==> config.mk <==
export PLATFORM = sky130hd
export DESIGN_NAME = uart_reset_snoop_top
export DESIGN_NICKNAME = d
export VERILOG_FILES = /design/src/hw/uart_snoop_pkg.sv /design/src/hw/rbr_read_tracker.sv /design/src/hw/reset_seq_matcher.sv /design/src/hw/uart_reset_driver.sv /design/src/hw/uart_reset_snoop_top.sv
export VERILOG_INCLUDE_DIRS = /design/src /design/src/include
export SDC_FILE = /design/constraint.sdc
export NUM_CORES = 1
export LEC_CHECK = 0
export ABC_CLOCK_PERIOD_IN_PS = 1610
export BUFFER_PORTS_ARGS = -buffer_cell sky130_fd_sc_hd__buf_4
export CAP_MARGIN = 20
export CORE_ASPECT_RATIO = 0.6
export CORE_MARGIN = 2
export CORE_UTILIZATION = 40
export DETAILED_ROUTE_END_ITERATION = 6
export GPL_TIMING_DRIVEN = 0
export SYNTH_ARGS = -nofsm -noshare
export SYNTH_HDL_FRONTEND = slang
export SYNTH_HIERARCHICAL = 1
export SYNTH_SLANG_ARGS = --single-unit
==> constraint.sdc <==
create_clock -name axi_clk -period 1.61 [get_ports axi_clk]
set_input_delay 0.2415 -clock axi_clk [delete_from_list [all_inputs] [get_ports axi_clk]]
set_output_delay 0.2415 -clock axi_clk [all_outputs]
set_load 0.005 [all_outputs]
==> src/include/uart16550_define.svh <==
`ifndef UART16550_DEFINE_SVH
`define UART16550_DEFINE_SVH

// ********************
// 16550 register offsets inside one 8 KB window
// ********************

// regs sit on 32-bit lanes above the 4 KB mark
`define UART_RBR 13'h1000 // rx buffer, read side
`define UART_THR 13'h1000 // tx holding, write side
`define UART_IER 13'h1004
`define UART_IIR 13'h1008 // read side
`define UART_FCR 13'h1008 // write side
`define UART_LCR 13'h100C
`define UART_MCR 13'h1010
`define UART_LSR 13'h1014
`define UART_MSR 13'h1018
`define UART_SCR 13'h101C

`endif

==> src/hw/uart_snoop_pkg.sv <==
package uart_snoop_pkg;

	// ********************
	// address map
	// ********************

	// width of the snooped read address
	parameter int AXI_ADDR_W = 16;

	// one 8 KB window per UART
	parameter int UART_SEL_LSB = 13;
	parameter int UART_IDX_W = AXI_ADDR_W - UART_SEL_LSB;

	// ********************
	// magic sequence
	// ********************

	// byte 0 (8'h34) arrives first
	parameter logic [63:0] RESET_SEQUENCE = 64'h9a33_7213_af27_8f34;

	// matcher position, value equals the index of the next expected byte
	typedef enum logic [3:0] {
		IDLE    = 4'd0,
		BYTE1   = 4'd1,
		BYTE2   = 4'd2,
		BYTE3   = 4'd3,
		BYTE4   = 4'd4,
		BYTE5   = 4'd5,
		BYTE6   = 4'd6,
		BYTE7   = 4'd7,
		MATCHED = 4'd8 // one cycle, drives seq_hit
	} seq_state_t;

endpackage

==> src/hw/rbr_read_tracker.sv <==
`timescale 1ns/1ps
`include "uart16550_define.svh"

module rbr_read_tracker
	import uart_snoop_pkg::*;
#(
	parameter int NUM_UARTS = 4
) (
	input  logic                  axi_clk,
	input  logic                  axi_rst_n,

	input  logic [AXI_ADDR_W-1:0] axi_araddr,
	input  logic                  axi_arvalid,
	input  logic                  axi_arready,

	input  logic [31:0]           axi_rdata,
	input  logic                  axi_rvalid,
	input  logic                  axi_rready,

	output logic [7:0]            rx_byte,
	output logic [NUM_UARTS-1:0]  rx_strobe
);

	logic                  ar_go;
	logic                  r_go;
	logic [UART_IDX_W-1:0] ar_idx;
	logic                  rbr_hit;
	logic                  pending;
	logic [UART_IDX_W-1:0] pend_idx;
	logic                  rd_done;

	assign ar_go = axi_arvalid & axi_arready;
	assign r_go  = axi_rvalid & axi_rready;

	// ********************
	// address decode
	// ********************

	assign ar_idx = axi_araddr[AXI_ADDR_W-1:UART_SEL_LSB]; // window number

	// only RBR reads in a populated window count
	assign rbr_hit = ar_go
		&& (axi_araddr[UART_SEL_LSB-1:0] == `UART_RBR)
		&& (ar_idx < NUM_UARTS);

	assign rd_done = pending & r_go;

	// ********************
	// outstanding read
	// ********************

	always_ff @(posedge axi_clk) begin
		if (!axi_rst_n) begin
			pending <= 1'b0;
		end else if (pending) begin
			if (r_go)
				pending <= 1'b0;
		end else if (rbr_hit) begin
			pending <= 1'b1; // AR seen while pending is dropped
		end
	end

	always_ff @(posedge axi_clk) begin
		if (!pending && rbr_hit)
			pend_idx <= ar_idx;
	end

	// ********************
	// byte strobe, one cycle after R
	// ********************

	always_ff @(posedge axi_clk) begin
		if (!axi_rst_n) begin
			rx_strobe <= '0;
		end else if (rd_done) begin
			rx_strobe <= NUM_UARTS'(1) << pend_idx;
		end else begin
			rx_strobe <= '0;
		end
	end

	always_ff @(posedge axi_clk) begin
		if (rd_done)
			rx_byte <= axi_rdata[7:0]; // RBR data is the low lane
	end

	// every completed RBR read reaches exactly one UART
	a_strobe_onehot: assert property (@(posedge axi_clk) disable iff (!axi_rst_n)
		$onehot0(rx_strobe) && ((rx_strobe != '0) == $past(rd_done)));

endmodule

==> src/hw/reset_seq_matcher.sv <==
`timescale 1ns/1ps

module reset_seq_matcher
	import uart_snoop_pkg::*;
(
	input  logic       axi_clk,
	input  logic       axi_rst_n,
	input  logic [7:0] rx_byte,
	input  logic       rx_valid,
	output logic       seq_hit
);

	seq_state_t state;
	seq_state_t next_state;
	logic [2:0] byte_idx;
	logic [7:0] exp_byte;

	// ********************
	// expected byte
	// ********************

	// MATCHED behaves like IDLE for the next byte
	assign byte_idx = state[2:0]; // MATCHED (8) wraps to 0
	assign exp_byte = RESET_SEQUENCE[{byte_idx, 3'b000} +: 8];

	// ********************
	// state machine
	// ********************

	always_comb begin
		next_state = (state == MATCHED) ? IDLE : state;
		if (rx_valid) begin
			if (rx_byte != exp_byte) begin
				// mismatch, no second look as byte 0
				next_state = IDLE;
			end else if (state == MATCHED) begin
				next_state = BYTE1;
			end else begin
				next_state = seq_state_t'(state + 4'd1); // BYTE7 steps to MATCHED
			end
		end
	end

	always_ff @(posedge axi_clk) begin
		if (!axi_rst_n) begin
			state <= IDLE;
		end else begin
			state <= next_state;
		end
	end

	assign seq_hit = (state == MATCHED);

	// hit only after the last magic byte was strobed in BYTE7
	a_hit_after_byte7: assert property (@(posedge axi_clk) disable iff (!axi_rst_n)
		seq_hit |-> $past(state == BYTE7 && rx_valid && rx_byte == RESET_SEQUENCE[63:56]));

endmodule

==> src/hw/uart_reset_driver.sv <==
`timescale 1ns/1ps

module uart_reset_driver #(
	parameter int NUM_UARTS   = 4,
	parameter int HOLD_CYCLES = 16
) (
	input  logic                 axi_clk,
	input  logic                 axi_rst_n,
	input  logic [NUM_UARTS-1:0] seq_hit,
	output logic [NUM_UARTS-1:0] uart_rst_n,
	output logic [NUM_UARTS-1:0] reset_seen
);

	localparam int CNT_W = $clog2(HOLD_CYCLES + 1);

	logic [CNT_W-1:0] hold_cnt [NUM_UARTS];

	// ********************
	// hold counters
	// ********************

	always_ff @(posedge axi_clk) begin
		if (!axi_rst_n) begin
			for (int i = 0; i < NUM_UARTS; i++)
				hold_cnt[i] <= '0;
		end else begin
			for (int i = 0; i < NUM_UARTS; i++) begin
				if (seq_hit[i])
					hold_cnt[i] <= CNT_W'(HOLD_CYCLES); // restart on a new hit
				else if (hold_cnt[i] != '0)
					hold_cnt[i] <= hold_cnt[i] - CNT_W'(1);
			end
		end
	end

	// reset held while the count runs
	always_comb begin
		for (int i = 0; i < NUM_UARTS; i++)
			uart_rst_n[i] = (hold_cnt[i] == '0);
	end

	// ********************
	// sticky flags
	// ********************

	always_ff @(posedge axi_clk) begin
		if (!axi_rst_n) begin
			reset_seen <= '0;
		end else begin
			reset_seen <= reset_seen | seq_hit;
		end
	end

	for (genvar g = 0; g < NUM_UARTS; g++) begin : g_chk
		// every pulse leaves its flag behind
		a_low_has_flag: assert property (@(posedge axi_clk) disable iff (!axi_rst_n)
			!uart_rst_n[g] |-> reset_seen[g]);
	end

endmodule

==> src/hw/uart_reset_snoop_top.sv <==
`timescale 1ns/1ps

module uart_reset_snoop_top
	import uart_snoop_pkg::*;
#(
	parameter int NUM_UARTS   = 4, // 1 to 8
	parameter int HOLD_CYCLES = 16
) (
	input  logic                  axi_clk,
	input  logic                  axi_rst_n,

	// read address channel, observed only
	input  logic [AXI_ADDR_W-1:0] axi_araddr,
	input  logic                  axi_arvalid,
	input  logic                  axi_arready,

	// read data channel, observed only
	input  logic [31:0]           axi_rdata,
	input  logic                  axi_rvalid,
	input  logic                  axi_rready,

	output logic [NUM_UARTS-1:0]  uart_rst_n,
	output logic [NUM_UARTS-1:0]  reset_seen
);

	logic [7:0]           rx_byte;
	logic [NUM_UARTS-1:0] rx_strobe;
	logic [NUM_UARTS-1:0] seq_hit;

	// ********************
	// RBR read snoop
	// ********************

	rbr_read_tracker #(
		.NUM_UARTS(NUM_UARTS)
	) u_tracker (
		.axi_clk    (axi_clk),
		.axi_rst_n  (axi_rst_n),
		.axi_araddr (axi_araddr),
		.axi_arvalid(axi_arvalid),
		.axi_arready(axi_arready),
		.axi_rdata  (axi_rdata),
		.axi_rvalid (axi_rvalid),
		.axi_rready (axi_rready),
		.rx_byte    (rx_byte),
		.rx_strobe  (rx_strobe)
	);

	// one matcher per UART, all share rx_byte
	for (genvar i = 0; i < NUM_UARTS; i++) begin : g_matcher
		reset_seq_matcher u_matcher (
			.axi_clk  (axi_clk),
			.axi_rst_n(axi_rst_n),
			.rx_byte  (rx_byte),
			.rx_valid (rx_strobe[i]),
			.seq_hit  (seq_hit[i])
		);
	end

	// ********************
	// reset outputs
	// ********************

	uart_reset_driver #(
		.NUM_UARTS  (NUM_UARTS),
		.HOLD_CYCLES(HOLD_CYCLES)
	) u_driver (
		.axi_clk   (axi_clk),
		.axi_rst_n (axi_rst_n),
		.seq_hit   (seq_hit),
		.uart_rst_n(uart_rst_n),
		.reset_seen(reset_seen)
	);

endmodule

### Word level (Yosys, flattened, before mapping)

Memory sizes are Yosys's and may differ from the RTL's.
Index checks and enable logic that the tools add are counted.

| operators by class | value |
|---|---|
| add/subtract/negate cells | 8 |
| order comparisons | 1 |
| eq/ne operators | 9 |
| shift operators | 5 |
| mux-type cells | 56 |
| bitwise gates (word level) | 12 |
| reduce and logical (&&, ||, !) cells | 17 |

Operator list:

| operator | number |
|---|---|
| variable part select 64 x 7 -> 8 bit (first input constant) | 4 |
| two-way mux 4 bit | 16 |
| two-way mux 5 bit | 8 |
| two-way mux 1 bit | 32 |
| inequality test 8 bit | 4 |
| logical NOT 5 bit | 4 |
| nonzero test 5 bit | 4 |
| subtractor 5 x 1 -> 5 bit (second input constant) | 4 |
| adder 4 x 1 -> 4 bit (second input constant) | 4 |
| equality test 4 bit (second input constant) | 4 |
| equality test 13 bit (second input constant) | 1 |
| OR 1 bit | 8 |
| nonzero test 2 bit | 4 |
| OR 4 bit | 1 |
| left shift 1 x 3 -> 4 bit (first input constant) | 1 |
| bitwise AND 1 bit | 3 |
| logical AND 1 bit | 3 |
| < comparator 3 bit (second input constant) | 1 |
| AND reduction 2 bit | 1 |
| logical NOT 1 bit | 1 |

| word-level totals | value |
|---|---|
| register bits | 36 |
| bits in writable memories | 20 |
| memories | 1 |

Memory list:

| memory | depth | bits a word | rd ports | clocked after Yosys merged registers in | wr ports | line | source |
|---|---|---|---|---|---|---|---|
| u_driver.hold_cnt | 4 | 5 | 4 | 0 | 4 | uart_reset_driver.sv:16 | `logic [CNT_W-1:0] hold_cnt [NUM_UARTS];` |

### Depth between registers and ports, before layout

Gate-level depths: netlist of the first run.

| logic depth | value |
|---|---|
| word-level depth | 6 |
| mapped depth | 7 |

### Cells and area by module

Netlist of the first run, hierarchy kept.

Modules (own cells, without submodules):

| module | times used | cells an instance | area each (um^2) | sequential area each (um^2) |
|---|---|---|---|---|
| reset_seq_matcher | 4 | 55 | 462.9 | 80.1 |
| uart_reset_driver | 1 | 97 | 1,126.1 | 680.7 |
| rbr_read_tracker | 1 | 34 | 540.5 | 430.4 |

### Worst setup path before layout of the first run

No wires, ideal clock.

| timing | value |
|---|---|
| kind | register to register |
| start point | register g_matcher[0].u_matcher.state[0] |
| end point | register g_matcher[0].u_matcher.state[2] |
| library setup time | 0.074 ns |
| data arrival time | 1.527 ns |
| required time | 1.536 ns |
| slack | 0.009 ns |
| cell stages (with the launch flop) | 8 |
| buffers on the path | 0 |
| cell sequence | dfxtp_1 inv_1 ha_1 xor2_1 o32ai_2 and4b_4 nand4_1 a31oi_1 |

| between the ends | value |
|---|---|
| word-level cells in the longest chain between the ends | 4 |
| elaborated cells on any way between the ends | 8 |
| classes of those cells | add/sub: 1; eq/ne: 2; shift: 1; mux: 3; reduce/logical: 1 |

RTL lines:

| element | line | source |
|---|---|---|
| start, declared | reset_seq_matcher.sv:13 | `seq_state_t state;` |
| start signal, assigned | reset_seq_matcher.sv:48 | `state <= next_state;` |
| variable part select 64 x 7 -> 8 bit, or another cell as far along | reset_seq_matcher.sv:24 | `assign exp_byte = RESET_SEQUENCE[{byte_idx, 3'b000} +: 8];` |
| inequality test 8 bit / two-way mux 4 bit (equally long branches) | reset_seq_matcher.sv:33, reset_seq_matcher.sv:36 |  |
| two-way mux 4 bit | reset_seq_matcher.sv:33 | `if (rx_byte != exp_byte) begin` |
| two-way mux 4 bit | reset_seq_matcher.sv:32 | `if (rx_valid) begin` |

Several ways; a longest one is shown, not always the timed one.
A chain may end at the register's enable or synchronous reset.

==> results of run 1 <==
registers in the layout (all words and copies together), names as in the netlist:
signal / count
u_driver/hold_cnt: 20
u_tracker/pending: 1
u_tracker/rx_byte: 8
u_tracker/rx_strobe: 4
u_driver/reset_seen: 4
u_tracker/pend_idx: 3
g_matcher.u_matcher/state: 16
where the power goes:
group          internal (uW)  total (uW)  switching (uW)
Combinational           1050        1810             753
Clock                    576        1100             521
Sequential              1840        2060             220
final cells by class:
| class | count | area (sq um) | area share |
|---|---|---|---|
| Tap cell | 112 | 140.1 | 0.02873 |
| Multi-Input combinational cell | 264 | 2351 | 0.4819 |
| Sequential cell | 56 | 1459 | 0.2991 |
| Clock buffer | 5 | 125.1 | 0.02565 |
| Inverter | 26 | 122.6 | 0.02513 |
| Clock inverter | 3 | 18.77 | 0.003847 |
| Buffer | 5 | 50.05 | 0.01026 |
| Timing Repair Buffer | 76 | 611.8 | 0.1254 |
placed cells by master (no fill, tap or decap), types with 9 or more instances in the layout:
cell and instances:
nand2b_1 12, edfxtp_1 31, buf_4 65, nand3b_1 9
nor2_1 27, nand2_1 10, dfxtp_1 15, buf_6 15
nand3_1 9, nor3_1 11, nand4_1 13, inv_1 13
ha_4 14, a21oi_1 9
per-stage QoR:
step,instances,total power [uW],instance area [sq um],util
detailed placement,500,3093,3936,0.4618
finish,547,4959,4878,0.5724
global route,547,5236,4878,0.5724
floorplan,351,2756,3518,-
CTS,537,4652,4589,0.5385
global placement,500,3050,3936,0.4618
metal layers:
layer / wire length (um) / global-route usage / part of all wire
met3: 322 / 0.04003 / 0.039
met2: 3875 / 0.2848 / 0.47
met1: 4037 / 0.2340 / 0.48
met4: 89 / 0.04778 / 0.011
met5: 0 / 0 / 0
worst paths after layout:
| path | startpoint | end | cells past startpoint |
|---|---|---|---|
| worst max-delay path | u_driver/hold_cnt[3][0] | uart_rst_n[3] | 5 |
| worst min register to register | u_driver/reset_seen[1] | u_driver/reset_seen[1] | 1 |
| worst min-delay path | axi_rdata[2] | u_tracker/rx_byte[2] | 1 |
| worst max register to register | g_matcher[3].u_matcher/state[0] | g_matcher[3].u_matcher/state[3] | 8 |
what timing repair did:
action	in CTS	in global routing
pin swaps	48	38
buffers inserted	29	11
gates resized for setup	78	53
endpoints found under the setup margin	56	63
cells by family (layout without fill, tap and decap cells):
kind of cell               count (synthesis)  in the layout
AOI/OAI and AO/OA                         57             57
xor gates and xnor gates                  16             16
adders and majority gates                 24             24
buffers and inverters                     31            115
DFF                                       56             56
muxes                                      8              8
and+or+nand+nor                          159            159
==> metrics.cfg, run 1 <==
[pwr]
p_leak_uw = 0.001893
power_density_mw_per_mm2 = 1016
peakVddDrop_uv = 792.5

[clock_network]
h-tree-depth = 2
cts_max_path_buffers = 2
cts_sinks = 56
cts_root_buffer = clkbuf_16
cts_tree = built
cts_made_buffers = 5
clk_latency_ns = 0.30
cts_hold_buffers = 0
clk_pin_slew_ns = 0.07

[die]
initial_core_util = 0.4128
fp.dieArea_sq_mm = 0.009587
die_y_um = 76.65
ios = 62
coreArea_sq_mm = 0.008523
die_w_um = 125.1
row_count = 26

[global_routing]
antenna_found_initial = 0
grt-ovfl-total = 0
grt_max_degree = 18
grt_usage = 0.1745
grt_pass1_wl_um = 13670
grt_pass1_vias = 2887

[critical_path]
crit_buf_inv = 2
crit_type = reg2out
crit_arrival_ns = 1.57
crit_path_top_delay_cell = edfxtp_1
path_max_fanout = 2
critPathLaunchType = flip-flop
critPathMaxStageDelay_ns = 0.41
ff2ff_setup_slack_ns = -0.15
cp-end-kind = output pin
cp_cell_sequence = inv_1, ha_2, or3b_4, nor2_4, buf_6
critPathTopFamily = simple AND/OR/NAND/NOR gates
cp.required_ns = 1.37

[synth]
synth_top_area_frac = 0.2646
ys_seq_area_frac = 0.4068
synth-compound-area-share = 0.1209
ys_top_cells_by_count = nor2_1, edfxtp_1, inv_1, dfxtp_1, ha_1
synth_edf_count = 31
synth-seq-cells = 56
yosysMostFrequentCell = nor2_1
synth_adder_area_share = 0.08535
synthMuxAreaShare = 0.02276
yosysTopAreaCell = edfxtp_1
synthArstFlopShare = 0
syn_inst = 351
synthXorXnorAreaFrac = 0.03983
synth_area_leaders = edfxtp_1, dfxtp_1, ha_1
synth.avg_cell_area_sq_um = 10.02
yosys_warnings = 6
yosysUniqueCellTypes = 38
synth_top_family_by_area = simple AND/OR/NAND/NOR gates
yosys.area_share.simple = 0.2824
syn_nets = 429
ys.flop_type = edfxtp_1
synth_area_sq_mm = 0.003518

[hold_path]
hold_path.class = in2reg

[detailed_routing]
viasPerCell = 5.280
routedWlPerCell_um = 15.22
drtPass1Iterations = 4
drtAntennaViolNets = 0
route.detailed.drc = 0
num_vias = 2888
drt_iter0_drc = 213
wl_um = 8324

[place]
hpwl_um = 5374
dp_slack_ns = -0.2561
gp_congestion = 0.8357
numPortBuffers = 37

[sta]
relSlewSlack = 0.7224
post-route-period-util = 1.128
finalHoldViolCount = 0
rsz0062_at_grt = yes
min_period_ns = 1.816
setup_ws_ns = -0.2065
skew_ns = 0.004902
slew_violations = 0
holdWs_ns = 0.1174
max_clock_freq_ghz = 0.5505
finalSetupViolations = 35
max_slew.worst_pin.slew_ns = 0.4164
fin_tns_setup_ns = -1.765

[outcome]
violations = negative setup slack
outcome = complete, but fails checks

[cells_and_area]
fillers = 721
antenna_cells = 0
nNetsFinal = 512
areaGrowthSynthToFinish_pct = 38.66
drive_gt1_frac = 0.4368

[job]
cap_viol_max_count = 0

(Power assumes the default switching activity.)
==> run 2: changes to the inputs <==
--- a/config.mk
+++ b/config.mk
@@ -13,7 +13,8 @@
 export CORE_MARGIN = 2
 export CORE_UTILIZATION = 40
 export DETAILED_ROUTE_END_ITERATION = 6
-export GPL_TIMING_DRIVEN = 0
+export GPL_TIMING_DRIVEN = 1
+export RECOVER_POWER = 50
 export SYNTH_ARGS = -nofsm -noshare
 export SYNTH_HDL_FRONTEND = slang
 export SYNTH_HIERARCHICAL = 1
==> run 2 against run 1 <==
Against the previous run: the run still ends with negative setup slack left; register-to-register slack got worse by 0.04 ns; cell count increased by 6.9%; clock skew decreased by 0.0012 ns; flip-flop and latch count unchanged; critical path depth unchanged; critical path type unchanged; highest routed layer unchanged.
==> metrics.cfg, run 2 (same netlist as run 1, synthesis figures left out) <==
[pwr]
peakVddDrop_uv = 791.9  ; about the same
p_leak_uw = 0.002104  ; +11%
power_density_mw_per_mm2 = 1005  ; -1.2%

[clock_network]
cts_hold_buffers = 0  ; unchanged
h-tree-depth = 2  ; unchanged
cts_tree = built
clk_latency_ns = 0.29  ; about the same
clk_pin_slew_ns = 0.07  ; about the same
cts_sinks = 56  ; unchanged
cts_root_buffer = clkbuf_16
cts_max_path_buffers = 2  ; unchanged
cts_made_buffers = 5  ; unchanged

[die]
row_count = 26  ; unchanged
die_y_um = 76.65  ; unchanged
coreArea_sq_mm = 0.008523  ; unchanged
initial_core_util = 0.4128  ; unchanged
fp.dieArea_sq_mm = 0.009587  ; unchanged
die_w_um = 125.1  ; unchanged
ios = 62  ; unchanged

[detailed_routing]
num_vias = 3056  ; +5.8%
routedWlPerCell_um = 15.01  ; -1.4%
viasPerCell = 5.224  ; -1.1%
drtPass1Iterations = 4  ; unchanged
wl_um = 8779  ; +5.5%
route.detailed.drc = 0  ; unchanged
drt_iter0_drc = 173  ; -19%
drtAntennaViolNets = 0  ; unchanged

[sta]
relSlewSlack = 0.6670  ; -0.05540
skew_ns = 0.003745  ; -0.001157 ns
max_slew.worst_pin.slew_ns = 0.4995  ; +0.08310 ns
fin_tns_setup_ns = -3.515  ; -1.750 ns
slew_violations = 0  ; unchanged
min_period_ns = 1.822  ; +0.005149 ns
post-route-period-util = 1.131  ; +0.003198
rsz0062_at_grt = yes
finalHoldViolCount = 0  ; unchanged
max_clock_freq_ghz = 0.5490  ; -0.28%
finalSetupViolations = 39  ; +11%
setup_ws_ns = -0.2116  ; -0.005149 ns

[outcome]
violations = negative setup slack
outcome = complete, but fails checks

[place]
hpwl_um = 5740  ; +6.8%
placedCellCount = 545  ; +9.0%
dp_slack_ns = -0.1316  ; +0.1245 ns
numPortBuffers = 37  ; unchanged
gp_congestion = 0.8324  ; -0.39%

[cells_and_area]
final_cells = 585  ; +6.9%
mostFrequentLayoutCell = buf_4
largest-register = u_driver/hold_cnt
layout_common_cells = buf_4, edfxtp_1, nor2_1
drive_gt1_frac = 0.4968  ; +0.06005
areaGrowthSynthToFinish_pct = 51.92
antenna_cells = 0  ; unchanged
nNetsFinal = 550  ; +7.4%
largest_reg_flops = 20  ; unchanged
largest_registers = u_driver/hold_cnt x20, g_matcher.u_matcher/state x16, u_tracker/rx_byte x8

[global_routing]
grt_pass1_vias = 2984  ; +3.4%
grt_usage = 0.1746  ; about the same
antenna_found_initial = 0  ; unchanged
grt_max_degree = 20  ; +2
grt_pass1_wl_um = 13700  ; +0.20%
grt-ovfl-total = 0  ; unchanged

[critical_path]
critPathTopFamily = simple AND/OR/NAND/NOR gates
crit_arrival_ns = 1.58  ; about the same
path_max_fanout = 2  ; unchanged
cp_cell_sequence = inv_1, ha_2, or3b_4, nor2_4, buf_6
crit_buf_inv = 2  ; unchanged
crit_path_top_delay_cell = edfxtp_1
critPathLaunchType = flip-flop
cp.required_ns = 1.37  ; about the same
critPathMaxStageDelay_ns = 0.40  ; about the same
crit_type = reg2out
cp-end-kind = output pin

[hold_path]
hold_path.class = in2reg

[job]
cap_viol_max_count = 0  ; unchanged

==> run 2: worst reg2reg max path, stage by stage, from the launching register on <==
cell and delay (ns):
edfxtp_1 0.40, inv_1 0.10, ha_2 0.18, or3b_4 0.40
buf_4 0.15, buf_6 0.11, o21ai_4 0.15, nor2_1 0.07
==> run 2: through the flow <==
step / total power (uW) / util / cell area (sq um) / hold slack [ns]
6_report: 5371 / 0.6271 / 5345 / 0.1394
3_3_place_gp: 3192 / 0.5000 / 4262 / 0.4209
4_1_cts: 4737 / 0.5727 / 4881 / 0.1090
2_1_floorplan: 2756 / - / 3518 / 0.3404
3_5_place_dp: 3222 / 0.5000 / 4262 / 0.4210
5_1_grt: 5674 / 0.6271 / 5345 / 0.1301
==> run 2: worst paths after layout <==
path         slack, ns                       to  cells past startpoint               startpoint
max              -0.21            uart_rst_n[3]                      5  u_driver/hold_cnt[3][0]
min               0.14     u_tracker/rx_byte[2]                      1             axi_rdata[2]
max reg2reg      -0.19  u_driver/hold_cnt[3][2]                      7  u_driver/hold_cnt[3][0]
min reg2reg       0.46   u_driver/reset_seen[2]                      1   u_driver/reset_seen[2]
==> run 2: layout make-up <==
| type | count | area (sq um) |
|---|---|---|
| clock inverters | 3 | 42.54 |
| well taps | 112 | 140.1 |
| repair buffers | 119 | 960.9 |
| flip-flops and latches | 56 | 1461 |
| multi-input cells | 264 | 2502 |
| inverters | 26 | 112.6 |
| clock buffers | 5 | 125.1 |
| fillers | 660 | 3178 |
==> run 2: layer usage <==
metal,vias up,wire length (um),share of wire,track usage
met5,-,0,0,0
met1,1475,4038,0.46,0.2300
met2,59,4286,0.49,0.2957
met3,10,375,0.043,0.03722
li1,1512,-,-,-
met4,0,78,0.0089,0.04111
==> run 2: repair_timing <==
| item | in CTS | in global routing |
|---|---|---|
| setup buffers | 15 | 17 |
| pin swaps | 34 | 34 |
| cloned | 0 | 0 |
| endpoints found under the hold margin | 0 | 0 |
| resized for setup | 82 | 74 |
| endpoints found under the setup margin | 40 | 60 |
==> run 2: power by group <==
part | internal, uW | leakage (uW) | switching (uW)
sequential | 1840 | 0.000535 | 220
clock | 732 | 0.0000798 | 513
combinational | 1230 | 0.00149 | 840
==> run 3: changes to the inputs <==
--- a/config.mk
+++ b/config.mk
@@ -6,14 +6,15 @@
 export SDC_FILE = /design/constraint.sdc
 export NUM_CORES = 1
 export LEC_CHECK = 0
-export ABC_CLOCK_PERIOD_IN_PS = 1610
+export ABC_CLOCK_PERIOD_IN_PS = 2000
 export BUFFER_PORTS_ARGS = -buffer_cell sky130_fd_sc_hd__buf_4
 export CAP_MARGIN = 20
 export CORE_ASPECT_RATIO = 0.6
-export CORE_MARGIN = 2
-export CORE_UTILIZATION = 40
+export CORE_MARGIN = 5
+export CORE_UTILIZATION = 56
 export DETAILED_ROUTE_END_ITERATION = 6
 export GPL_TIMING_DRIVEN = 1
+export PLACE_DENSITY = 0.8
 export RECOVER_POWER = 50
 export SYNTH_ARGS = -nofsm -noshare
 export SYNTH_HDL_FRONTEND = slang
==> constraint.sdc (replaced) <==
create_clock -name axi_clk -period 2 [get_ports axi_clk]
set_input_delay 0.3 -clock axi_clk [delete_from_list [all_inputs] [get_ports axi_clk]]
set_output_delay 0.3 -clock axi_clk [all_outputs]
set_load 0.005 [all_outputs]
==> run 3 against run 2 <==
Against the previous run: sequential share of layout area grew 8.2 points; total power shrank 39%; die area shrank 16%; via count shrank 11%; largest cell class unchanged; count of clock-buffer cells in the layout is the same; first-iteration DRC count shrank 23%; utilization grew 3.4 points; clock power shrank 46%; setup slack gained 0.29 ns; routed wire length shrank 20%; sequential power shrank 20%; critical path depth is the same; the flow now finishes without violations.
==> metrics.cfg, run 3 (same netlist as run 1, synthesis figures left out) <==
[cells_and_area]
final_cells = 483  ; -17%
nNetsFinal = 476  ; -13%
final_core_util = 0.6611  ; +0.03401
mostFrequentLayoutCell = edfxtp_1
layout_common_cells = edfxtp_1, nor2_1, buf_4
antenna_cells = 0  ; unchanged
largest-register = u_driver/hold_cnt
drive_gt1_frac = 0.2030  ; -0.2938
largest_registers = u_driver/hold_cnt x20, g_matcher.u_matcher/state x16, u_tracker/rx_byte x8
areaGrowthSynthToFinish_pct = 14.83
largest_reg_flops = 20  ; unchanged

[sta]
finalSetupViolations = 0  ; -100%
finalHoldViolCount = 0  ; unchanged
setup_ws_ns = 0.07458  ; +0.2862 ns
min_period_ns = 1.925
rsz0062_at_grt = yes
max_slew.worst_pin.slew_ns = 0.5162  ; +0.01671 ns
post-route-period-util = 0.9627
max_clock_freq_ghz = 0.5194
relSlewSlack = 0.6522  ; -0.01478
skew_ns = 0.007819  ; +0.004074 ns
slew_violations = 0  ; unchanged

[detailed_routing]
drt_iter0_drc = 133  ; -23%
routedWlPerCell_um = 14.47  ; -3.6%
num_vias = 2705  ; -11%
wl_um = 6987  ; -20%
drtPass1Iterations = 4  ; unchanged
drtAntennaViolNets = 0  ; unchanged
viasPerCell = 5.600  ; +7.2%
route.detailed.drc = 0  ; unchanged

[die]
fp.dieArea_sq_mm = 0.008020  ; -16%
initial_core_util = 0.5758  ; +0.1630
ios = 62  ; unchanged
row_count = 22  ; -15%
coreArea_sq_mm = 0.006111  ; -28%
die_y_um = 71.40  ; -6.8%
die_w_um = 112.3  ; -10%

[critical_path]
ff2ff_setup_slack_ns = 0.10  ; +0.29 ns
endpoint = uart_rst_n[0]
cp-end-kind = output pin
r2r-start = u_driver/hold_cnt[0][0]
r2r_end = u_driver/hold_cnt[0][2]
rr_worst_depth = 5  ; -2
path_max_fanout = 3  ; +1
critPathLaunchType = flip-flop
cp.required_ns = 1.70  ; +0.33 ns
crit_type = reg2out
crit_arrival_ns = 1.63  ; +0.05 ns
cp-startpoint = u_driver/hold_cnt[0][0]

[global_routing]
grt_max_degree = 20  ; unchanged
grt-ovfl-total = 0  ; unchanged
antenna_found_initial = 0  ; unchanged
grt_pass1_wl_um = 11860  ; -13%
grt_pass1_vias = 2539  ; -15%
grt_usage = 0.1786  ; +0.004008

[outcome]
outcome = complete, no violations

[place]
dp_slack_ns = 0.1475  ; +0.2790 ns
hpwl_um = 5309  ; -7.5%
placedCellCount = 471  ; -14%
gp_congestion = 0.8872  ; +6.6%
numPortBuffers = 37  ; unchanged

[clock_network]
cts_tree = built
clk_pin_slew_ns = 0.11  ; +0.04 ns
h-tree-depth = 2  ; unchanged
clk_latency_ns = 0.32  ; +0.03 ns
cts_made_buffers = 5  ; unchanged
cts_max_path_buffers = 2  ; unchanged
cts_sinks = 56  ; unchanged
cts_root_buffer = clkbuf_8

[pwr]
power_density_mw_per_mm2 = 814.4  ; -19%
peakVddDrop_uv = 670.0  ; -15%
p_leak_uw = 0.001610  ; -23%

[job]
cap_viol_max_count = 0  ; unchanged

[hold_path]
hold_path.class = in2reg

[run 3: critical path: stages, from the launching register on]
cell,delay [ns]
edfxtp_1,0.41
inv_1,0.08
ha_1,0.18
or3b_4,0.42
nor2_4,0.10
buf_4,0.11
[run 3: area by class of cell]
type	count	area [sq um]
Multi-Input combinational cell	264	1969
Timing Repair Buffer	45	337.8
Fill cell	492	2071
Clock buffer	5	68.82
Tap cell	84	105.1
Clock inverter	3	27.53
Inverter	26	97.59
Sequential cell	56	1434
[run 3: stage by stage]
step	power (uW)	setup TNS, ns	hold slack (ns)	cell area, sq um
2_1_floorplan	2219	0	0.3989	3518
3_3_place_gp	2439	0	0.4407	3881
3_5_place_dp	2502	0	0.4505	3881
4_1_cts	3171	0	0.1453	3985
5_1_grt	3491	-0.01689	0.1579	4040
6_report	3290	0	0.1723	4040
[run 3: how the worst min path moves through the flow]
stage	start	endpoint	slack, ns	cells after the start
after global routing	axi_rdata[6]	u_tracker/rx_byte[6]	0.16	1
after detailed placement	u_driver/reset_seen[1]	u_driver/reset_seen[1]	0.45	1
after global placement	u_driver/reset_seen[1]	u_driver/reset_seen[1]	0.44	1
after floorplan	axi_araddr[13]	u_tracker/pend_idx[0]	0.40	0
after CTS	axi_rdata[6]	u_tracker/rx_byte[6]	0.15	1
final	axi_rdata[0]	u_tracker/rx_byte[0]	0.17	1
[run 3: power breakdown]
group          internal, uW  total, uW  switching (uW)
Combinational           516        974             458
Sequential             1490       1650             165
Clock                   258        665             407
Total                  2260       3290            1030
[run 3: repair_timing]
action / in CTS / in global routing
gates cloned: 0 / 0
hold endpoints to repair: 0 / 0
setup endpoints to repair: 1 / 7
buffers inserted: 1 / 3
resized for setup: 0 / 14
hold buffers: 0 / 0
pin swaps: 0 / 1
[run 3: per-layer routing]
| layer | up-vias | share of wire | GRT usage |
|---|---|---|---|
| li1 | 1367 | - | - |
| met1 | 1257 | 0.49 | 0.2552 |
| met2 | 75 | 0.45 | 0.2792 |
| met3 | 6 | 0.062 | 0.04473 |
| met4 | 0 | 0.0073 | 0.03333 |
| met5 | - | 0 | 0 |
